**src/source/arp_tx_macros.svh**
```systemverilog
`ifndef ARP_TX_MACROS_SVH
`define ARP_TX_MACROS_SVH

// ***************************************************************************
// Ethernet framing
// ***************************************************************************
`define ARP_PREAMBLE_BYTES 7
`define ARP_PREAMBLE_BYTE  8'h55
`define ARP_SFD            8'hD5
`define ARP_ETHERTYPE      16'h0806
`define ARP_PAD_BYTES      18
`define ARP_IFG_BYTES      12

// ***************************************************************************
// ARP header
// ***************************************************************************
`define ARP_HTYPE          16'h0001
`define ARP_PTYPE          16'h0800
`define ARP_HLEN           8'd6
`define ARP_PLEN           8'd4

// Preamble, SFD, 60 covered and 4 FCS bytes, two nibbles each.
`define ARP_FRAME_NIBBLES  144
`define CRC32_POLY         32'hEDB88320

`endif

```
**src/source/arp_tx_pkg.sv**
```systemverilog
package arp_tx_pkg;

  // Field of the frame that the sequencer is walking.
  typedef enum logic [4:0]
  {
    idle,
    preamble,
    sfd,
    eth_dst,
    eth_src,
    eth_type,
    htype,
    ptype,
    hlen,
    plen,
    oper,
    sha,
    spa,
    tha,
    tpa,
    pad,
    gap
  } arp_field_e;

  typedef enum logic [15:0]
  {
    op_request = 16'd1,
    op_reply   = 16'd2
  } arp_op_e;

endpackage

```
**src/source/arp_frame_sequencer.sv**
```systemverilog
`timescale 1ns/100ps

`include "arp_tx_macros.svh"

module arp_frame_sequencer
(
  input  logic                   clk,
  input  logic                   arst_n,
  input  logic                   send,
  input  arp_tx_pkg::arp_op_e    op,
  input  logic [47:0]            src_mac,
  input  logic [31:0]            src_ip,
  input  logic [47:0]            dst_mac,
  input  logic [31:0]            dst_ip,
  output logic [7:0]             seq_byte,
  output logic                   seq_valid,
  output arp_tx_pkg::arp_field_e seq_field,
  output logic                   seq_last,
  output logic                   busy
);

  // Pad slot ends one cycle after its strobe, then twelve idle byte slots.
  localparam logic [4:0] GAP_LAST = 5'(2 * `ARP_IFG_BYTES + 1);

  arp_tx_pkg::arp_field_e field;
  arp_tx_pkg::arp_op_e    op_q;
  logic [47:0]            src_mac_q;
  logic [31:0]            src_ip_q;
  logic [47:0]            dst_mac_q;
  logic [31:0]            dst_ip_q;
  logic [4:0]             cnt;
  logic                   half;
  logic                   accept;
  logic                   emit;
  logic                   is_request;
  logic [7:0]             next_byte;

  // ***************************************************************************
  // Byte selection helpers
  // ***************************************************************************
  function automatic logic [7:0] mac_byte(input logic [47:0] mac, input logic [4:0] idx);
    logic [47:0] shifted;
    shifted = mac << {idx, 3'b000};
    return shifted[47:40];
  endfunction

  function automatic logic [7:0] ip_byte(input logic [31:0] ip, input logic [4:0] idx);
    logic [31:0] shifted;
    shifted = ip << {idx, 3'b000};
    return shifted[31:24];
  endfunction

  function automatic logic [7:0] word_byte(input logic [15:0] w, input logic [4:0] idx);
    return idx[0] ? w[7:0] : w[15:8];
  endfunction

  // Index of the last byte in each field.
  function automatic logic [4:0] field_last(input arp_tx_pkg::arp_field_e f);
    case (f)
      arp_tx_pkg::preamble:
        return 5'(`ARP_PREAMBLE_BYTES - 1);
      arp_tx_pkg::eth_dst, arp_tx_pkg::eth_src, arp_tx_pkg::sha, arp_tx_pkg::tha:
        return 5'(`ARP_HLEN - 1);
      arp_tx_pkg::spa, arp_tx_pkg::tpa:
        return 5'(`ARP_PLEN - 1);
      arp_tx_pkg::eth_type, arp_tx_pkg::htype, arp_tx_pkg::ptype, arp_tx_pkg::oper:
        return 5'd1;
      arp_tx_pkg::pad:
        return 5'(`ARP_PAD_BYTES - 1);
      default:
        return 5'd0;
    endcase
  endfunction

  assign accept     = send & ~busy;
  assign emit       = (field != arp_tx_pkg::idle) && (field != arp_tx_pkg::gap) && !half;
  assign is_request = (op_q == arp_tx_pkg::op_request);

  always_comb
  begin
    case (field)
      arp_tx_pkg::preamble: next_byte = `ARP_PREAMBLE_BYTE;
      arp_tx_pkg::sfd:      next_byte = `ARP_SFD;
      arp_tx_pkg::eth_dst:  next_byte = is_request ? 8'hFF : mac_byte(dst_mac_q, cnt);
      arp_tx_pkg::eth_src:  next_byte = mac_byte(src_mac_q, cnt);
      arp_tx_pkg::eth_type: next_byte = word_byte(`ARP_ETHERTYPE, cnt);
      arp_tx_pkg::htype:    next_byte = word_byte(`ARP_HTYPE, cnt);
      arp_tx_pkg::ptype:    next_byte = word_byte(`ARP_PTYPE, cnt);
      arp_tx_pkg::hlen:     next_byte = `ARP_HLEN;
      arp_tx_pkg::plen:     next_byte = `ARP_PLEN;
      arp_tx_pkg::oper:     next_byte = word_byte(op_q, cnt);
      arp_tx_pkg::sha:      next_byte = mac_byte(src_mac_q, cnt);
      arp_tx_pkg::spa:      next_byte = ip_byte(src_ip_q, cnt);
      arp_tx_pkg::tha:      next_byte = is_request ? 8'h00 : mac_byte(dst_mac_q, cnt);
      arp_tx_pkg::tpa:      next_byte = ip_byte(dst_ip_q, cnt);
      arp_tx_pkg::pad:      next_byte = 8'h00;
      default:              next_byte = 8'h00;
    endcase
  end

  // ***************************************************************************
  // Field walk
  // ***************************************************************************
  always_ff @(posedge clk or negedge arst_n)
  begin
    if (!arst_n)
    begin
      field     <= arp_tx_pkg::idle;
      cnt       <= 5'd0;
      half      <= 1'b0;
      busy      <= 1'b0;
      seq_valid <= 1'b0;
      seq_field <= arp_tx_pkg::idle;
      seq_last  <= 1'b0;
    end
    else
    begin
      seq_valid <= 1'b0;
      seq_last  <= 1'b0;
      case (field)
        arp_tx_pkg::idle:
        begin
          if (accept)
          begin
            field <= arp_tx_pkg::preamble;
            cnt   <= 5'd0;
            half  <= 1'b0; // First byte on the next edge.
            busy  <= 1'b1;
          end
        end
        arp_tx_pkg::gap:
        begin
          if (cnt == GAP_LAST)
          begin
            field <= arp_tx_pkg::idle;
            cnt   <= 5'd0;
            busy  <= 1'b0;
          end
          else
            cnt <= cnt + 5'd1;
        end
        default:
        begin
          half <= ~half;
          if (emit)
          begin
            seq_valid <= 1'b1;
            seq_field <= field;
            seq_last  <= (field == arp_tx_pkg::pad) && (cnt == field_last(field));
            if (cnt == field_last(field))
            begin
              cnt   <= 5'd0;
              field <= arp_tx_pkg::arp_field_e'(field + 5'd1);
            end
            else
              cnt <= cnt + 5'd1;
          end
        end
      endcase
    end
  end

  always_ff @(posedge clk)
  begin
    if (accept)
    begin
      op_q      <= op;
      src_mac_q <= src_mac;
      src_ip_q  <= src_ip;
      dst_mac_q <= dst_mac;
      dst_ip_q  <= dst_ip;
    end
    if (emit)
      seq_byte <= next_byte;
  end

  // Downstream stages rely on the two-cycle byte cadence.
  a_seq_cadence: assert property (@(posedge clk) disable iff (!arst_n)
    seq_valid |=> !seq_valid);

endmodule

```
**src/source/arp_fcs_inserter.sv**
```systemverilog
`timescale 1ns/100ps

`include "arp_tx_macros.svh"

module arp_fcs_inserter
(
  input  logic                   clk,
  input  logic                   arst_n,
  input  logic [7:0]             seq_byte,
  input  logic                   seq_valid,
  input  arp_tx_pkg::arp_field_e seq_field,
  input  logic                   seq_last,
  output logic [7:0]             fcs_byte,
  output logic                   fcs_valid
);

  localparam logic [31:0] CRC_INIT = 32'hFFFF_FFFF;

  logic [31:0] crc;
  logic [31:0] fcs_shift;
  logic        covered;
  logic        appending;
  logic [1:0]  app_idx;
  logic        app_half;

  // Reflected CRC-32, one byte, LSB first.
  function automatic logic [31:0] crc32_byte(input logic [31:0] c, input logic [7:0] d);
    logic [31:0] r;
    r = c ^ {24'h0, d};
    for (int i = 0; i < 8; i++)
    begin
      if (r[0])
        r = (r >> 1) ^ `CRC32_POLY;
      else
        r = r >> 1;
    end
    return r;
  endfunction

  assign covered   = (seq_field != arp_tx_pkg::preamble) && (seq_field != arp_tx_pkg::sfd);
  assign fcs_shift = ~crc >> {app_idx, 3'b000}; // Low byte goes out first.

  // ***************************************************************************
  // CRC and append control
  // ***************************************************************************
  always_ff @(posedge clk or negedge arst_n)
  begin
    if (!arst_n)
    begin
      crc       <= CRC_INIT;
      fcs_valid <= 1'b0;
      appending <= 1'b0;
      app_idx   <= 2'd0;
      app_half  <= 1'b0;
    end
    else
    begin
      fcs_valid <= 1'b0;
      if (seq_valid)
      begin
        fcs_valid <= 1'b1;
        if (covered)
          crc <= crc32_byte(crc, seq_byte);
        if (seq_last)
        begin
          appending <= 1'b1;
          app_idx   <= 2'd0;
          app_half  <= 1'b1; // Keep the two-cycle slot.
        end
      end
      else if (appending)
      begin
        app_half <= ~app_half;
        if (!app_half)
        begin
          fcs_valid <= 1'b1;
          app_idx   <= app_idx + 2'd1;
          if (app_idx == 2'd3)
          begin
            appending <= 1'b0;
            crc       <= CRC_INIT; // Ready for next frame.
          end
        end
      end
    end
  end

  always_ff @(posedge clk)
  begin
    if (seq_valid)
      fcs_byte <= seq_byte;
    else if (appending && !app_half)
      fcs_byte <= fcs_shift[7:0];
  end

  // The sequencer must stay quiet until the FCS has been appended.
  a_no_overlap: assert property (@(posedge clk) disable iff (!arst_n)
    appending |-> !seq_valid);

endmodule

```
**src/source/mii_nibble_tx.sv**
```systemverilog
`timescale 1ns/100ps

module mii_nibble_tx
(
  input  logic       clk,
  input  logic       arst_n,
  input  logic [7:0] fcs_byte,
  input  logic       fcs_valid,
  output logic [3:0] txd,
  output logic       tx_en
);

  logic [3:0] hi_q;
  logic       nib_sel;

  // ***************************************************************************
  // Nibble serializer
  // ***************************************************************************
  always_ff @(posedge clk or negedge arst_n)
  begin
    if (!arst_n)
    begin
      txd     <= 4'h0;
      tx_en   <= 1'b0;
      nib_sel <= 1'b0;
    end
    else
    begin
      if (fcs_valid)
      begin
        txd     <= fcs_byte[3:0]; // Low nibble first.
        tx_en   <= 1'b1;
        nib_sel <= 1'b0;
      end
      else if (tx_en && !nib_sel)
      begin
        txd     <= hi_q;
        nib_sel <= 1'b1;
      end
      else
      begin
        txd     <= 4'h0;
        tx_en   <= 1'b0;
        nib_sel <= 1'b0;
      end
    end
  end

  always_ff @(posedge clk)
  begin
    if (fcs_valid)
      hi_q <= fcs_byte[7:4];
  end

  // Line idles at zero between frames.
  a_txd_idle: assert property (@(posedge clk) disable iff (!arst_n)
    !tx_en |-> (txd == 4'h0));

endmodule

```
**src/source/arp_tx_top.sv**
```systemverilog
`timescale 1ns/100ps

module arp_tx_top
(
  input  logic                clk,
  input  logic                arst_n,
  input  logic                send,
  input  arp_tx_pkg::arp_op_e op,
  input  logic [47:0]         src_mac,
  input  logic [31:0]         src_ip,
  input  logic [47:0]         dst_mac,
  input  logic [31:0]         dst_ip,
  output logic [3:0]          txd,
  output logic                tx_en,
  output logic                busy
);

  logic [7:0]             seq_byte;
  logic                   seq_valid;
  arp_tx_pkg::arp_field_e seq_field;
  logic                   seq_last;
  logic [7:0]             fcs_byte;
  logic                   fcs_valid;

  arp_frame_sequencer u_sequencer
  (
    .clk       (clk),
    .arst_n    (arst_n),
    .send      (send),
    .op        (op),
    .src_mac   (src_mac),
    .src_ip    (src_ip),
    .dst_mac   (dst_mac),
    .dst_ip    (dst_ip),
    .seq_byte  (seq_byte),
    .seq_valid (seq_valid),
    .seq_field (seq_field),
    .seq_last  (seq_last),
    .busy      (busy)
  );

  arp_fcs_inserter u_fcs
  (
    .clk       (clk),
    .arst_n    (arst_n),
    .seq_byte  (seq_byte),
    .seq_valid (seq_valid),
    .seq_field (seq_field),
    .seq_last  (seq_last),
    .fcs_byte  (fcs_byte),
    .fcs_valid (fcs_valid)
  );

  mii_nibble_tx u_mii
  (
    .clk       (clk),
    .arst_n    (arst_n),
    .fcs_byte  (fcs_byte),
    .fcs_valid (fcs_valid),
    .txd       (txd),
    .tx_en     (tx_en)
  );

endmodule

```
**config.mk**
```make
export PLATFORM = sky130hd
export DESIGN_NAME = arp_tx_top
export DESIGN_NICKNAME = d
export VERILOG_FILES = /design/src/source/arp_tx_pkg.sv /design/src/source/arp_frame_sequencer.sv /design/src/source/arp_fcs_inserter.sv /design/src/source/mii_nibble_tx.sv /design/src/source/arp_tx_top.sv
export VERILOG_INCLUDE_DIRS = /design/src /design/src/source
export SDC_FILE = /design/constraint.sdc
export NUM_CORES = 1
export LEC_CHECK = 0
export BUFFER_PORTS_ARGS = -buffer_cell sky130_fd_sc_hd__buf_2
export CORE_UTILIZATION = 32
export DETAILED_ROUTE_END_ITERATION = 10
export HOLD_SLACK_MARGIN = 0.1
export SLEW_MARGIN = 20
export SYNTH_ARGS = -nofsm -noshare
export SYNTH_HDL_FRONTEND = slang
export SYNTH_SLANG_ARGS = --single-unit
```
**constraint.sdc**
```tcl
create_clock -name clk -period 10.8 [get_ports clk]
set_input_delay 1.08 -clock clk [delete_from_list [all_inputs] [get_ports clk]]
set_output_delay 1.08 -clock clk [all_outputs]
set_load 0.01 [all_outputs]
```
# ---- Yosys cells after proc, flatten, opt, wreduce, memory -nomap -nowiden
# Memory sizes are Yosys's and may differ from the RTL's.
# Cells that the tools add are included.
dict set report op_classes {
  eq_ne 30
  shifts 5
  muxes 81
  add_sub_neg 3
  bitwise 16
  n_reduce_logical 27
}
# op count
set ops {}
lappend ops {{32-bit two-way mux} 27}
lappend ops {{13-bit inverter with 14-bit output} 8}
lappend ops {{8-bit case mux with 13 select lines} 1}
lappend ops {{48-bit by 8-bit left shift with 48-bit output} 2}
lappend ops {{5-bit two-way mux} 14}
lappend ops {{32-bit by 8-bit left shift with 32-bit output} 2}
lappend ops {{5-bit by 4-bit equality test with 1-bit output (second input constant)} 8}
lappend ops {{8-bit two-way mux} 5}
lappend ops {{32-bit inverter} 1}
lappend ops {{32-bit by 5-bit >> shifter with 8-bit output} 1}
lappend ops {{32-bit by 8-bit XOR with 32-bit output} 1}
lappend ops {{1-bit two-way mux} 22}
lappend ops {{5-bit by 3-bit equality test with 1-bit output (second input constant)} 4}
lappend ops {{5-bit case mux with 2 select lines} 2}
lappend ops {{16-bit by 1-bit equality test with 1-bit output (second input constant)} 1}
lappend ops {{4-bit two-way mux} 4}
lappend ops {{5-bit by 1-bit adder with 5-bit output (second input constant)} 2}
lappend ops {{5-bit by 2-bit equality test with 1-bit output (second input constant)} 2}
lappend ops {{5-bit equality test} 2}
lappend ops {{5-bit equality test (second input constant)} 2}
lappend ops {{2-bit two-way mux} 4}
lappend ops {{2-bit AND reduction} 4}
lappend ops {{4-bit AND reduction} 2}
lappend ops {{2-bit nonzero test} 4}
lappend ops {{other kinds (18)} 37}
dict set report word_totals {
  mem_bits_ro 128
  reg_bits 258
  in_bits 179
  out_inout_bits 6
  n_memories 2
}
# name words word_bits rd rd_ports_with_merged_regs wr line
set memory_table {}
lappend memory_table {{(name not given)} 16 4 1 0 0 arp_frame_sequencer.sv:59} ;# case (f)
lappend memory_table {{(name not given)} 16 4 1 0 0 arp_frame_sequencer.sv:59}

# ---- Depth between registers and ports, before layout
# Gate-level depths: netlist of the first run.
dict set report logic_depth {
  ltp_word 33
  ltp_mapped 11
  mapped_depth_nobuf 8
}

# ---- Modules after synthesis
# From an unflattened synthesis of the first run, not the netlist that was laid out.
dict set report unflattened {
  cells_unflattened 782
  hier_area_um2 11439.7
}
# module cells_each instances seq_area_each_um2 area_each_um2
set modules_own_cells {}
lappend modules_own_cells {arp_frame_sequencer 524 1 6000.8 8400.6}
lappend modules_own_cells {arp_fcs_inserter 232 1 1206.2 2663.8}
lappend modules_own_cells {mii_nibble_tx 26 1 270.3 375.4}

# ---- Least setup slack after synthesis of the first run
# Ideal clock, no wire load.
dict set report synth_timing {
  path_type {input -> register}
  from {input port send}
  to {register u_sequencer.field[1]}
  path_stages 6
  path_buffers 0
  required_time_ps 10672
  setup_ps 128
  arrival_time_ps 10150
  setup_slack_ps 523
  cell_sequence {nor2b_1 nor3_2 a21oi_4 nand2_1 a21oi_2 mux2_1}
}
dict set report synth_via {
  elab_chain_cells 3
}
# item line
set synth_lines {}
lappend synth_lines {{start: declaration} arp_tx_top.sv:7} ;# input logic send,
lappend synth_lines {{1-bit AND} arp_frame_sequencer.sv:75} ;# assign accept = send & ~busy;
lappend synth_lines {{2-bit by 1-bit inequality test with 1-bit output (no line)} --}
lappend synth_lines {{4-bit AND reduction (no line)} --}
lappend synth_lines {{end signal: assignment} arp_frame_sequencer.sv:108} ;# field <= arp_tx_pkg::idle;
lappend synth_lines {{end signal: assignment} arp_frame_sequencer.sv:125} ;# field <= arp_tx_pkg::preamble;
lappend synth_lines {{end signal: assignment} arp_frame_sequencer.sv:135} ;# field <= arp_tx_pkg::idle;
lappend synth_lines {{end: declaration} arp_frame_sequencer.sv:25} ;# arp_tx_pkg::arp_field_e field;
# Every way passes these cells.
# A chain may end at the register's enable or synchronous reset.

# ---- Worst setup path in the final report of the first run
dict set report layout_timing {
  from {register u_sequencer.field[0]}
  to {register u_sequencer.seq_byte[7], data pin}
}
dict set report layout_via {
  elab_chain_cells 3
  word_cells_on_any_way 16
}
# item line
set layout_lines {}
lappend layout_lines {{5-bit by 3-bit equality test with 1-bit output or 5-bit by 4-bit equality test with 1-bit output (tied branches)} arp_frame_sequencer.sv:81} ;# case (field)
lappend layout_lines {{2-bit OR reduction (no line)} --}
lappend layout_lines {{8-bit case mux with 13 select lines (*)} arp_frame_sequencer.sv:81}
lappend layout_lines {{net u_sequencer.next_byte[7]} arp_frame_sequencer.sv:36} ;# logic [7:0] next_byte;
lappend layout_lines {{end signal: assignment} arp_frame_sequencer.sv:174} ;# seq_byte <= next_byte;
lappend layout_lines {{end: declaration} arp_frame_sequencer.sv:15} ;# output logic [7:0] seq_byte,
# Mark *: on every way through the listed nets, which the timed path passes. The rest lies on a longest branch.

==> results.md, run 1 <==
- Clock tree synthesis inserted a total of 29 buffers.
- Yosys printed 0 warnings.
- The cell count after synthesis came out at 780.
- In this run the clock root is driven by a clkbuf_16.
- The kind of cell with the highest combined delay along the critical path is multiplexers.
- The final count of negative-setup-slack endpoints is 0.
- The CTS tree is done.
- The number of slew-limit violations in the final report is 0.
- The routed layout has 6858 vias.
- The maximum fanout count along the critical path is 25.
- The slew at the pin closest to its max-slew limit is 1.01 ns.
- The worst hold slack across all endpoints is 0.422 ns.
- The clock-pin transition on the worst setup and hold timing paths is 0.06 ns.
- The post-synthesis instance area is 11300 um2.
- Leaving out fill and tap cells, the most frequent cells in the layout are edfxtp_1 (196), buf_2 (184), nand2_1 (68), nor2_1 (62), a21oi_1 (48).
- The async set or reset register ratio after synthesis is 24.0%.
- The final-stage net count is 1154.
- The endpoint required time on the critical path is 11.09 ns.
- The standard cell with the maximum stage delay on the critical path is mux4_2.
- The classification of the worst-slack hold path is reg -> reg.
- The net count of the mapped netlist is 969.
- The worst setup path is captured at a flip-flop.
- The die boundary height is 190 um.
- The number of buffer and inverter stages on the critical path is 2.
- Max-cap violations in this run came to 0.
- The multiplexer share of the synthesized area is 9.10%.
- The share of total power dissipated in combinational logic is 42.5%.
- The first-pass GRT wire length is 40.0 mm.
- Summing all non-filler instances in the final layout gives an area of 13700 um2.
- After synthesis, flip-flops and latches occupy 66.0% of the total area.
- For this configuration, the core starts out at a cell density of 32.6%.
- The achievable frequency is 0.337 GHz.
- Summing the areas of all compound-gate instances in the mapped netlist gives 6.70% of the synthesized area.
- The floorplan has 68 rows.
- Sequential cells account for 33.8% of the total power.
- The largest single stage delay on the critical path is 0.55 ns.
- The die area is 36200 um2.
- In this run switching power makes up 36.4% of total power.
- The main combinational cell family by area after synthesis is multiplexers.
- Dividing the detail-routed via count by the number of cells gives 4.76.
- The net switching power is 0.00160 W.
- Of the total synthesized cell area, the portion taken by XOR and XNOR cells is 7.39%.
- The maximum vdd drop is 0.193 mV.
- The largest net degree at the start of global routing is 179.
- The post-detailed-route DRC marker count is 0.
- The count of routing violations after the opening detailed-route iteration is 401.
- Traced cell by cell, the critical path runs through inv_1 > ha_1 > and4b_1 > buf_4 > mux4_2 > o21ai_0 > nand3_1.
- CTS saw 258 sinks.
- The maximum count of clock buffers along a single path is 3.
- The later-pin clock latency in the skew report is 0.56 ns.
- The count of buffers from port buffering is 184.
- The post-CTS setup buffer count is 0.
- The number of filler instances in the final layout is 3278.
- The H-tree level count is 1.
- Synthesis inferred 258 register bits.
- The headroom to the max-slew limit is 32.4%.
- The number of endpoints with negative hold slack in the final report was 0.
- The part of the power in the clock network is 23.6%.
- The leakage power figure is 5.08 nW.
- Setup repair after global routing left no endpoint under its margin.
- After Yosys synthesis, and, or, nand and nor cells account for 7.78% of the synthesized area.
- The number of antenna violations at the first check in global routing is 4.
- The first detailed-routing pass ran for 5 iterations.
- The most common flop cell mapped by yosys is edfxtp_1.
- Global routing used 14.4% of the available tracks.
- In this run, synthesis inferred 196 flip-flops with an integrated enable.
- The via count of the first global-routing pass is 7015.
- The routed length per placed instance is 17.9 um.
- The number of antenna-violating nets in the routed design is 0.
- The final non-filler cell total is 1441.
- For this design the ratio of total power to cell area is 321 nW/um2.
- Post-CTS repair changed the size of 0 cells.
- The fraction of layout instances using a drive strength above 1 is 32.9%.
- Once placement finished, the instance area stood at 12700 um2.
- After legalization and detailed placement, the total HPWL measured 17.9 mm.
- From synthesis to final layout, the design area changed by 21.2%.
- The kind of start point of the critical path is a flip-flop.
- The synthesized netlist devotes 1.10% of its cell area to adder and majority cells.
- In this run, distinct cell masters in the synthesized netlist total 63.
- The congestion estimate from routability-driven global placement came to 0.803.
- The most common cell after layout, fill and taps aside is edfxtp_1.
- The classification of the worst setup path is reg -> reg.
- Subtracting the final worst setup slack from the clock period gives 2.97 ns.
- The data arrival at the endpoint of the critical path is 3.26 ns.
- The worst path uses 27.5% of the clock period.
- The die is 190 um wide.
- The total overflow left after global routing is 0.
- The core area is 34700 um2.
- The flow ran to the end, and the final reports show no timing, DRC or antenna violations.
- 185 I/O pins were placed.
- The number of buffers inserted by hold repair at cts is 0.
- The internal power of the cells totals 0.00280 W.
- Setup total negative slack on the finished layout was measured at 0 ns.
- After detailed routing, the total wire length is 25.8 mm.
- The post-synthesis area per instance is 14.5 um2.
- The number of placed instances, taps included is 1389.
- The maximum clock skew at final layout is 0.0255 ns.
==> power by group through the flow <==
stage	registers [W]	logic [W]	clock network (W)
6_report	0.00149	0.00187	0.00104
5_1_grt	0.00152	0.00209	0.00110
4_1_cts	0.00149	0.00190	0.00107
3_5_place_dp	0.00151	0.00189	0
3_3_place_gp	0.00151	0.00187	0
2_1_floorplan	0.00143	0.00153	0
==> cells by family after synthesis <==
family                     after synthesis
adders and majority gates               10
xor gates and xnor gates                81
and+or+nand+nor                        193
muxes                                   66
DFF                                    258
AOI/OAI and AO/OA                      125
buffers and inverters                   47
==> flip-flops by register name, summed over array words and instances (netlist names), 2 cells and up <==
| name | count |
|---|---|
| u_sequencer.seq_field | 5 |
| u_sequencer.dst_ip_q | 32 |
| u_sequencer.field | 5 |
| u_fcs.fcs_byte | 8 |
| u_mii.txd | 4 |
| u_fcs.crc | 32 |
| u_sequencer.src_ip_q | 32 |
| u_sequencer.seq_byte | 8 |
| u_sequencer.src_mac_q | 48 |
| u_mii.hi_q | 4 |
| u_sequencer.cnt | 5 |
| u_sequencer.op_q | 16 |
| u_sequencer.dst_mac_q | 48 |
| u_fcs.app_idx | 2 |
==> final timing paths <==
kind | startpoint | end | cells past startpoint | slack (ns)
hold / removal | u_fcs.fcs_byte[6] | u_mii.hi_q[2] | 0 | 0.42
min in group asynchronous | arst_n | u_sequencer.field[0] | 2 | 0.71
hold reg to reg | u_fcs.fcs_byte[6] | u_mii.hi_q[2] | 0 | 0.42
max in group asynchronous | arst_n | u_sequencer.cnt[0] | 2 | 9.47
setup / recovery | u_sequencer.field[0] | u_sequencer.seq_byte[7] | 7 | 7.83
setup reg to reg | u_sequencer.field[0] | u_sequencer.seq_byte[7] | 7 | 7.83
==> stage by stage <==
stage / utilization [%] / total power, W / setup slack [ns]
finish: 39.5 / 0.00441 / 7.83
global route: 39.5 / 0.00471 / 7.60
CTS: 39.5 / 0.00447 / 7.75
detailed placement: 36.6 / 0.00340 / 7.48
global placement: 36.6 / 0.00338 / 7.53
floorplan: - / 0.00295 / 0.523
==> area by class of cell <==
class	instances	area, um2	area share, %
Clock inverter	13	231	1.69
Timing Repair Buffer	190	978	7.13
Multi-Input combinational cell	475	3640	26.5
Sequential cell	258	7480	54.5
Antenna cell	2	5.00	0.0365
Inverter	11	41.3	0.301
Tap cell	455	569	4.15
Clock buffer	37	776	5.65
==> synth_stat cells (6+ instances only) <==
cell type | instances | area (um2)
a31oi_1 | 6 | 37.5
xnor2_2 | 11 | 179
dfrtp_1 | 30 | 751
nand3_1 | 23 | 115
nor2_1 | 62 | 233
edfxtp_1 | 196 | 5890
mux4_2 | 29 | 653
dfstp_2 | 32 | 841
xnor2_1 | 38 | 333
clkbuf_1 | 16 | 60.1
a21oi_1 | 48 | 240
o21ai_0 | 36 | 180
buf_2 | 17 | 85.1
xor2_1 | 29 | 254
nand2b_1 | 6 | 37.5
mux2i_1 | 31 | 310
nand4_1 | 7 | 43.8
inv_1 | 8 | 30.0
nand2_1 | 68 | 255
ha_1 | 10 | 125
==> layer usage <==
layer  GRT usage (%)  vias up  routed length [um]
met1            18.9     3313               10900
met2            23.5      215               12500
met3            3.38       57                1550
li1                -     3267                   -
met4            4.74        6                 815
met5               0        -                  34
==> worst reg2reg max path: stages (launching register included) <==
cell and delay (ns):
dfrtp_1 0.47, inv_1 0.16, ha_1 0.47, and4b_1 0.26
buf_4 0.32, mux4_2 0.56, o21ai_0 0.35, nand3_1 0.11
Note: power is estimated with default switching activity, not from simulation.
==> run 2, diff against run 1 <==
Clock period 10.8 ns to 2.95 ns, I/O delays scaled along.
==> run 2 against run 1 <==
Sequential share of layout area fell by 6.4 points. Clock power rose to 3.2 times the previous value. Final cell count rose by 14%. Critical endpoint is now u_sequencer.field[1].
==> results.md, run 2 (same netlist as run 1, synthesis figures left out) <==
- The core area is 34700 um2 (unchanged).
- The routed length per placed instance is 17.7 um (-0.88%).
- The final HPWL from detailed placement was 18.6 mm (+4.0%).
- The count of routing violations after the opening detailed-route iteration was 449 (+12%).
- Setup repair after global routing left no endpoint under its margin.
- The classification of the worst-slack hold path is in -> async.
- The number of endpoints with negative hold slack in the final report is 0 (unchanged).
- The die boundary height is 190 um (unchanged).
- The number of slew-limit violations in the final report came to 0 (unchanged).
- The post-synthesis to final-layout area growth is 37.4%.
- The maximum count of clock buffers along a single path is 3 (unchanged).
- The aggregate global routing overflow was 0 (unchanged).
- The area after detailed placement was 12900 um2 (+1.4%).
- The endpoint required time on the critical path came to 3.38 ns (-7.71 ns).
- The largest registers in the layout are u_sequencer.dst_mac_q x48, u_sequencer.src_mac_q x48.
- The H-tree level count is 1 (unchanged).
- The post-CTS setup buffer count is 0 (unchanged).
- The post-detailed-route DRC marker count was 0 (unchanged).
- The final non-filler cell area is 15600 um2 (+13%).
- The number of vias per cell came to 4.67 (-1.8%).
- The slew at the pin closest to its max-slew limit came to 1.04 ns (+0.0291 ns).
- The endpoint type of the worst setup path is a flip-flop.
- The final non-filler cell total is 1639 (+14%).
- The fraction of layout instances using a drive strength above 1 came to 29.4% (-3.5 points).
- The library cells used most frequently in the layout, excluding fill and tap cells, are edfxtp_1 (196), buf_2 (184), dlygate4sd3_1 (178), nand2_1 (68), nor2_1 (62).
- The final count of negative-setup-slack endpoints is 0 (unchanged).
- The die area is 36200 um2 (unchanged).
- The final-stage net count is 1352 (+17%).
- The combined global-route utilization of all metal layers came to 16.2% (+1.8 points).
- The placer's final routability congestion estimate is 0.861 (+7.2%).
- The TritonCTS sink count came to 258 (unchanged).
- The number of antenna-violating nets in the routed design is 0 (unchanged).
- The power density over cell area is 1030 nW/um2 (+220%).
- The max-capacitance violation count is 0 (unchanged).
- The worst hold slack across all endpoints was 0.294 ns (-0.128 ns).
- The final critical delay including setup and external delays was 2.66 ns (-0.309 ns).
- The worst setup path is launched from a flip-flop.
- The via count of the first global-routing pass is 8153 (+16%).
- The number of rows in the core area is 68 (unchanged).
- TritonCTS built the clock tree.
- The die width is 190 um (unchanged).
- The later-pin clock latency in the skew report is 0.57 ns (about the same).
- The share of the clock period used by the worst path is 90.1% (+63 points).
- The count of buffers from port buffering is 184 (unchanged).
- The number of clock buffers inserted by TritonCTS is 28 (-3.4%).
- The depth of the worst register-to-register path is 7 (unchanged).
- The achievable frequency was 0.376 GHz (+12%).
- The diode insertion count for antenna repair is 0 (-2).
- The total length of routed wires is 29.1 mm (+13%).
- The initial core utilization was 32.6% (unchanged).
- The largest net degree at the start of global routing was 178 (-0.56%).
- Leaving out fill and tap cells, the most frequent cell in the layout is edfxtp_1.
- The maximum clock skew at final layout came to 0.0347 ns (+0.00914 ns).
- The run finished with clean final reports.
- The headroom to the max-slew limit came to 30.5% (-1.9 points).
- The maximum vdd drop is 0.676 mV (+250%).
- The number of top-level design ports is 185 (unchanged).
- The number of placed instances, taps included is 1410 (+1.5%).
- The worst slack at placement came to 0.281 ns (-7.20 ns).
- The number of antenna violations at the first check in global routing is 1 (-3).
- The cell sitting at the root of the clock tree is a clkbuf_16.
- The leakage power figure is 5.88 nW (+16%).
- The data arrival at the endpoint of the critical path is 3.09 ns (-0.17 ns).
- The first-pass GRT wire length was 45.2 mm (+13%).
- The maximum fanout count along the critical path is 10 (-60%).
- The number of filler instances in the final layout came to 3117 (-4.9%).
- The vias after detailed routing is 7659 (+12%).
- The detailed-routing iteration count for the pre-antenna-repair pass came to 5 (unchanged).
- The clock-pin transition on the worst setup and hold timing paths is 0.06 ns (about the same).
- The classification of the worst setup path is reg -> reg.
- The minimum setup slack in the final design is 0.291 ns (-7.54 ns).
## run 2: cell types whose count changed in the layout (fill, tap and decap cells not counted), sizes merged
cell,before,now
diode,2,0
inv,11,9
bufinv,6,0
clkinv,7,10
dlygate4sd3,0,178
clkbuf,37,43
buf,190,211
## run 2: metal layers
metal / global-route usage [%] / routed length (um) / part of all wire [%]
met5: 0 / 0 / 0
met2: 28.9 / 14900 / 51
met4: 4.80 / 796 / 2.7
met3: 2.84 / 1380 / 4.8
met1: 20.0 / 12000 / 41
## run 2: final timing paths
check | start | slack, ns | endpoint
max in group asynchronous | arst_n | 1.67 | u_fcs.crc[9]
min in group clk | u_fcs.fcs_byte[7] | 0.43 | u_mii.hi_q[3]
worst min-delay path | arst_n | 0.29 | u_sequencer.field[2]
worst max register to register | u_sequencer.field[0] | 0.29 | u_sequencer.field[1]
worst max-delay path | u_sequencer.field[0] | 0.29 | u_sequencer.field[1]
worst min register to register | u_fcs.fcs_byte[7] | 0.43 | u_mii.hi_q[3]
## run 2: worst max-delay path, cell delays in order (launching register included)
cell and delay (ns):
dfrtp_1 0.48, inv_1 0.17, ha_1 0.30, or3b_1 0.57, a21oi_4 0.32, nand2_1 0.11
a21oi_2 0.26, mux2_1 0.35
## run 2: power by group
part / total, W / internal, W / switching, W / leakage [nW]
combinational: 0.00735 / 0.00343 / 0.00392 / 2.95
sequential: 0.00541 / 0.00479 / 0.000618 / 2.49
clock: 0.00334 / 0.00193 / 0.00141 / 0.441
total: 0.0161 / 0.0102 / 0.00595 / 5.88
## run 2: repair_timing
action	in CTS	in global routing
gates resized for setup	0	1
hold buffers	178	0
hold endpoints to repair	198	0
endpoints found under the setup margin	0	1
## run 2: layout make-up
| class | instances | area (um2) | share of cell area, % |
|---|---|---|---|
| Clock buffer | 43 | 827 | 5.31 |
| Tap cell | 455 | 569 | 3.66 |
| Multi-Input combinational cell | 475 | 3650 | 23.5 |
| Timing Repair Buffer | 389 | 2930 | 18.8 |
| Clock inverter | 8 | 63.8 | 0.410 |
| Inverter | 11 | 41.3 | 0.265 |
| Sequential cell | 258 | 7480 | 48.1 |
## run 2: stage by stage
step | util (%) | power [W] | TNS (ns)
floorplan | - | 0.0108 | -109.16
global placement | 37.1 | 0.0126 | 0
detailed placement | 37.1 | 0.0127 | 0
CTS | 44.8 | 0.0163 | 0
global route | 44.8 | 0.0171 | 0
finish | 44.8 | 0.0161 | 0
==> run 3, diff against run 2 <==
Settings changed: PLACE_DENSITY from default to 0.51.
==> run 3 against run 2 <==
Worst hold slack got worse by 0.013 ns. Clock-buffer cell count fell by 11. Register-to-register slack improved by 0.02 ns. Design area rose by 0.18%. Combinational power fell by 1%. Utilization rose by 0.079 points. Fmax rose by 0.69%. Clock power rose by 6.6%. Flip-flop and latch count did not move. Non-clock buffer count fell by 3. Final cell count fell by 0.24%. Setup slack improved by 0.018 ns. Critical path type unchanged.
==> results.md, run 3 (same netlist as run 1, synthesis figures left out) <==
- The flow ran to the end, and the final reports show no timing, DRC or antenna violations.
- The vias after detailed routing is 7577 (-1.1%).
- The leakage power figure came to 5.87 nW (about the same).
- The headroom to the max-slew limit is 49.7% (+19 points).
- The aggregate global routing overflow is 0 (unchanged).
- The die area is 36200 um2 (unchanged).
- The largest registers in the layout are u_sequencer.dst_mac_q x48, u_sequencer.src_mac_q x48.
- Setup repair after global routing left no endpoint under its margin.
- The maximum clock skew at final layout was 0.0117 ns (-0.0230 ns).
- The final critical delay including setup and external delays is 2.64 ns (-0.0182 ns).
- The reg2reg setup slack is 0.31 ns (+0.02 ns).
- CTS placed an instance of clkbuf_16 at the clock tree root.
- The data arrival at the endpoint of the critical path is 2.95 ns (-0.14 ns).
- The endpoint required time on the critical path is 3.26 ns (-0.12 ns).
- The library cell used most frequently in the layout, excluding fill and tap cells, is edfxtp_1.
- The post-detailed-route DRC marker count was 0 (unchanged).
- TritonCTS built the clock tree.
- The max-capacitance violation count is 0 (unchanged).
- The global routing usage on met3 is 3.25% (+0.41 points).
- The final count of negative-setup-slack endpoints was 0 (unchanged).
- The startpoint of the most critical register-to-register path is u_sequencer.field[0].
- The final non-filler cell area is 15600 um2 (+0.18%).
- The launch point of the worst path is u_sequencer.field[0].
- The count of buffers from port buffering was 184 (unchanged).
- The count of routing violations after the opening detailed-route iteration is 323 (-28%).
- The maximum count of clock buffers along a single path is 3 (unchanged).
- In this run the worst hold path is classified as in -> async.
- In this run the worst setup path terminates at u_sequencer.seq_byte[7].
- The number of antenna violations at the first check in global routing is 0 (-1).
- The number of clock buffers inserted by TritonCTS was 29 (+3.6%).
- The placer's final routability congestion estimate came to 0.801 (-7.0%).
- The power density over cell area is 1040 nW/um2 (+0.54%).
- The library cells used most frequently in the layout, excluding fill and tap cells, are edfxtp_1 (196), buf_2 (184), dlygate4sd3_1 (178), nand2_1 (68), nor2_1 (62).
- The final HPWL from detailed placement is 19.0 mm (+2.2%).
- The first-pass GRT wire length is 45.1 mm (-0.32%).
- The met1 usage in global routing was 19.9% (-0.10 points).
- The H-tree level count is 1 (unchanged).
- The later-pin clock latency in the skew report is 0.58 ns (about the same).
- The fraction of layout instances using a drive strength above 1 came to 29.1% (-0.32 points).
- The largest net degree at the start of global routing is 90 (-49%).
- The post-synthesis to final-layout area growth is 37.6%.
- The core area is 34700 um2 (unchanged).
- The maximum vdd drop was 0.626 mV (-7.4%).
- The kind of start point of the critical path is a flip-flop.
- The number of filler instances in the final layout is 3152 (+1.1%).
- The via count of the first global-routing pass came to 8087 (-0.81%).
- The clock-pin transition on the worst setup and hold timing paths came to 0.06 ns (about the same).
- The number of endpoints with negative hold slack in the final report is 0 (unchanged).
- The final total power came to 0.0162 W (+0.71%).
- STA classifies the critical path endpoint as a flip-flop.
- The maximum fanout count along the critical path is 9 (-1).
- The post-CTS setup buffer count is 0 (unchanged).
- The routed length per placed instance came to 17.8 um (+0.44%).
- The number of antenna-violating nets in the routed design is 0 (unchanged).
- The total length of routed wires is 29.1 mm (+0.20%).
- The number of top-level design ports is 185 (unchanged).
- The slew at the pin closest to its max-slew limit is 0.749 ns (-0.293 ns).
- The number of slew-limit violations in the final report came to 0 (unchanged).
- The number of vias per cell came to 4.63 (-0.83%).
- The area after detailed placement was 12900 um2 (unchanged).
- The combined global-route utilization of all metal layers is 16.3% (+0.069 points).
- The final-stage net count was 1350 (-0.15%).
- The die boundary height is 190 um (unchanged).
- The die width came to 190 um (unchanged).
- The worst register-to-register path ends at u_sequencer.seq_byte[7].
- The diode insertion count for antenna repair is 0 (unchanged).
- The detailed-routing iteration count for the pre-antenna-repair pass was 5 (unchanged).
- The critical path is of the reg -> reg type.
- The depth of the worst register-to-register path is 7 (unchanged).
- The share of the clock period used by the worst path is 89.5% (-0.62 points).
- The met2 track utilization from global routing is 28.4% (-0.48 points).
- The initial core utilization is 32.6% (unchanged).
- The number of rows in the core area is 68 (unchanged).
- The achievable frequency is 0.379 GHz (+0.69%).
- The TritonCTS sink count is 258 (unchanged).
- The layer with the highest usage is met2.
==> run 3: cell count changes in the layout (fill, tap and decap cells not counted), sizes merged <==
cell,change
inv,+3
clkinvlp,+3
bufinv,+3
buf,-3
clkinv,+1
clkbuf,-11
==> run 3: worst max-delay path: stages (launching register included) <==
cell and delay [ns]:
dfrtp_1 0.48, inv_1 0.17, ha_1 0.18, and4b_1 0.55, buf_4 0.22, mux4_2 0.47, o21ai_0 0.21, nand3_1 0.10
==> run 3: where the power goes <==
part	total [W]	switching, W	internal (W)
registers	0.00542	0.000625	0.00479
clock network	0.00356	0.00150	0.00206
logic	0.00725	0.00385	0.00340
total	0.0162	0.00597	0.0103
==> run 3: timing repair <==
item	4_1_cts	5_1_grt
hold endpoints to repair	239	0
resized for setup	0	0
hold buffers	178	0
==> run 3: worst min-delay path by stage <==
stage / startpoint / end / cells past startpoint
floorplan: arst_n / u_fcs.app_half / 0
global placement: arst_n / u_sequencer.cnt[3] / 2
detailed placement: arst_n / u_mii.txd[1] / 2
CTS: arst_n / u_sequencer.field[1] / 3
global route: arst_n / u_mii.txd[1] / 3
finish: arst_n / u_mii.txd[1] / 3
==> run 3: cell type report <==
class | count | area (um2) | area share (%)
Inverter | 11 | 41.3 | 0.265
Clock buffer | 32 | 737 | 4.73
Multi-Input combinational cell | 475 | 3640 | 23.4
Sequential cell | 258 | 7480 | 48.0
Clock inverter | 18 | 188 | 1.20
Tap cell | 455 | 569 | 3.65
Timing Repair Buffer | 386 | 2930 | 18.8
==> run 3: per-layer routing <==
layer	vias up	routed length, um	part of all wire (%)
li1	3658	-	-
met1	3682	12000	41
met2	184	14900	51
met3	53	1230	4.2
met4	0	990	3.4
met5	-	0	0
==> run 3: stage by stage <==
stage	setup TNS [ns]	worst slack (ns)	utilization (%)	hold slack (ns)	std cells
after global placement	0	0.269	37.1	0.352	1407
final	0	0.309	44.9	0.281	1635
after CTS	0	0.240	44.9	0.284	1635
after global routing	0	0.108	44.9	0.311	1635
after floorplan	-109.16	-1.28	-	-0.000591	780
after detailed placement	0	0.262	37.1	0.354	1407
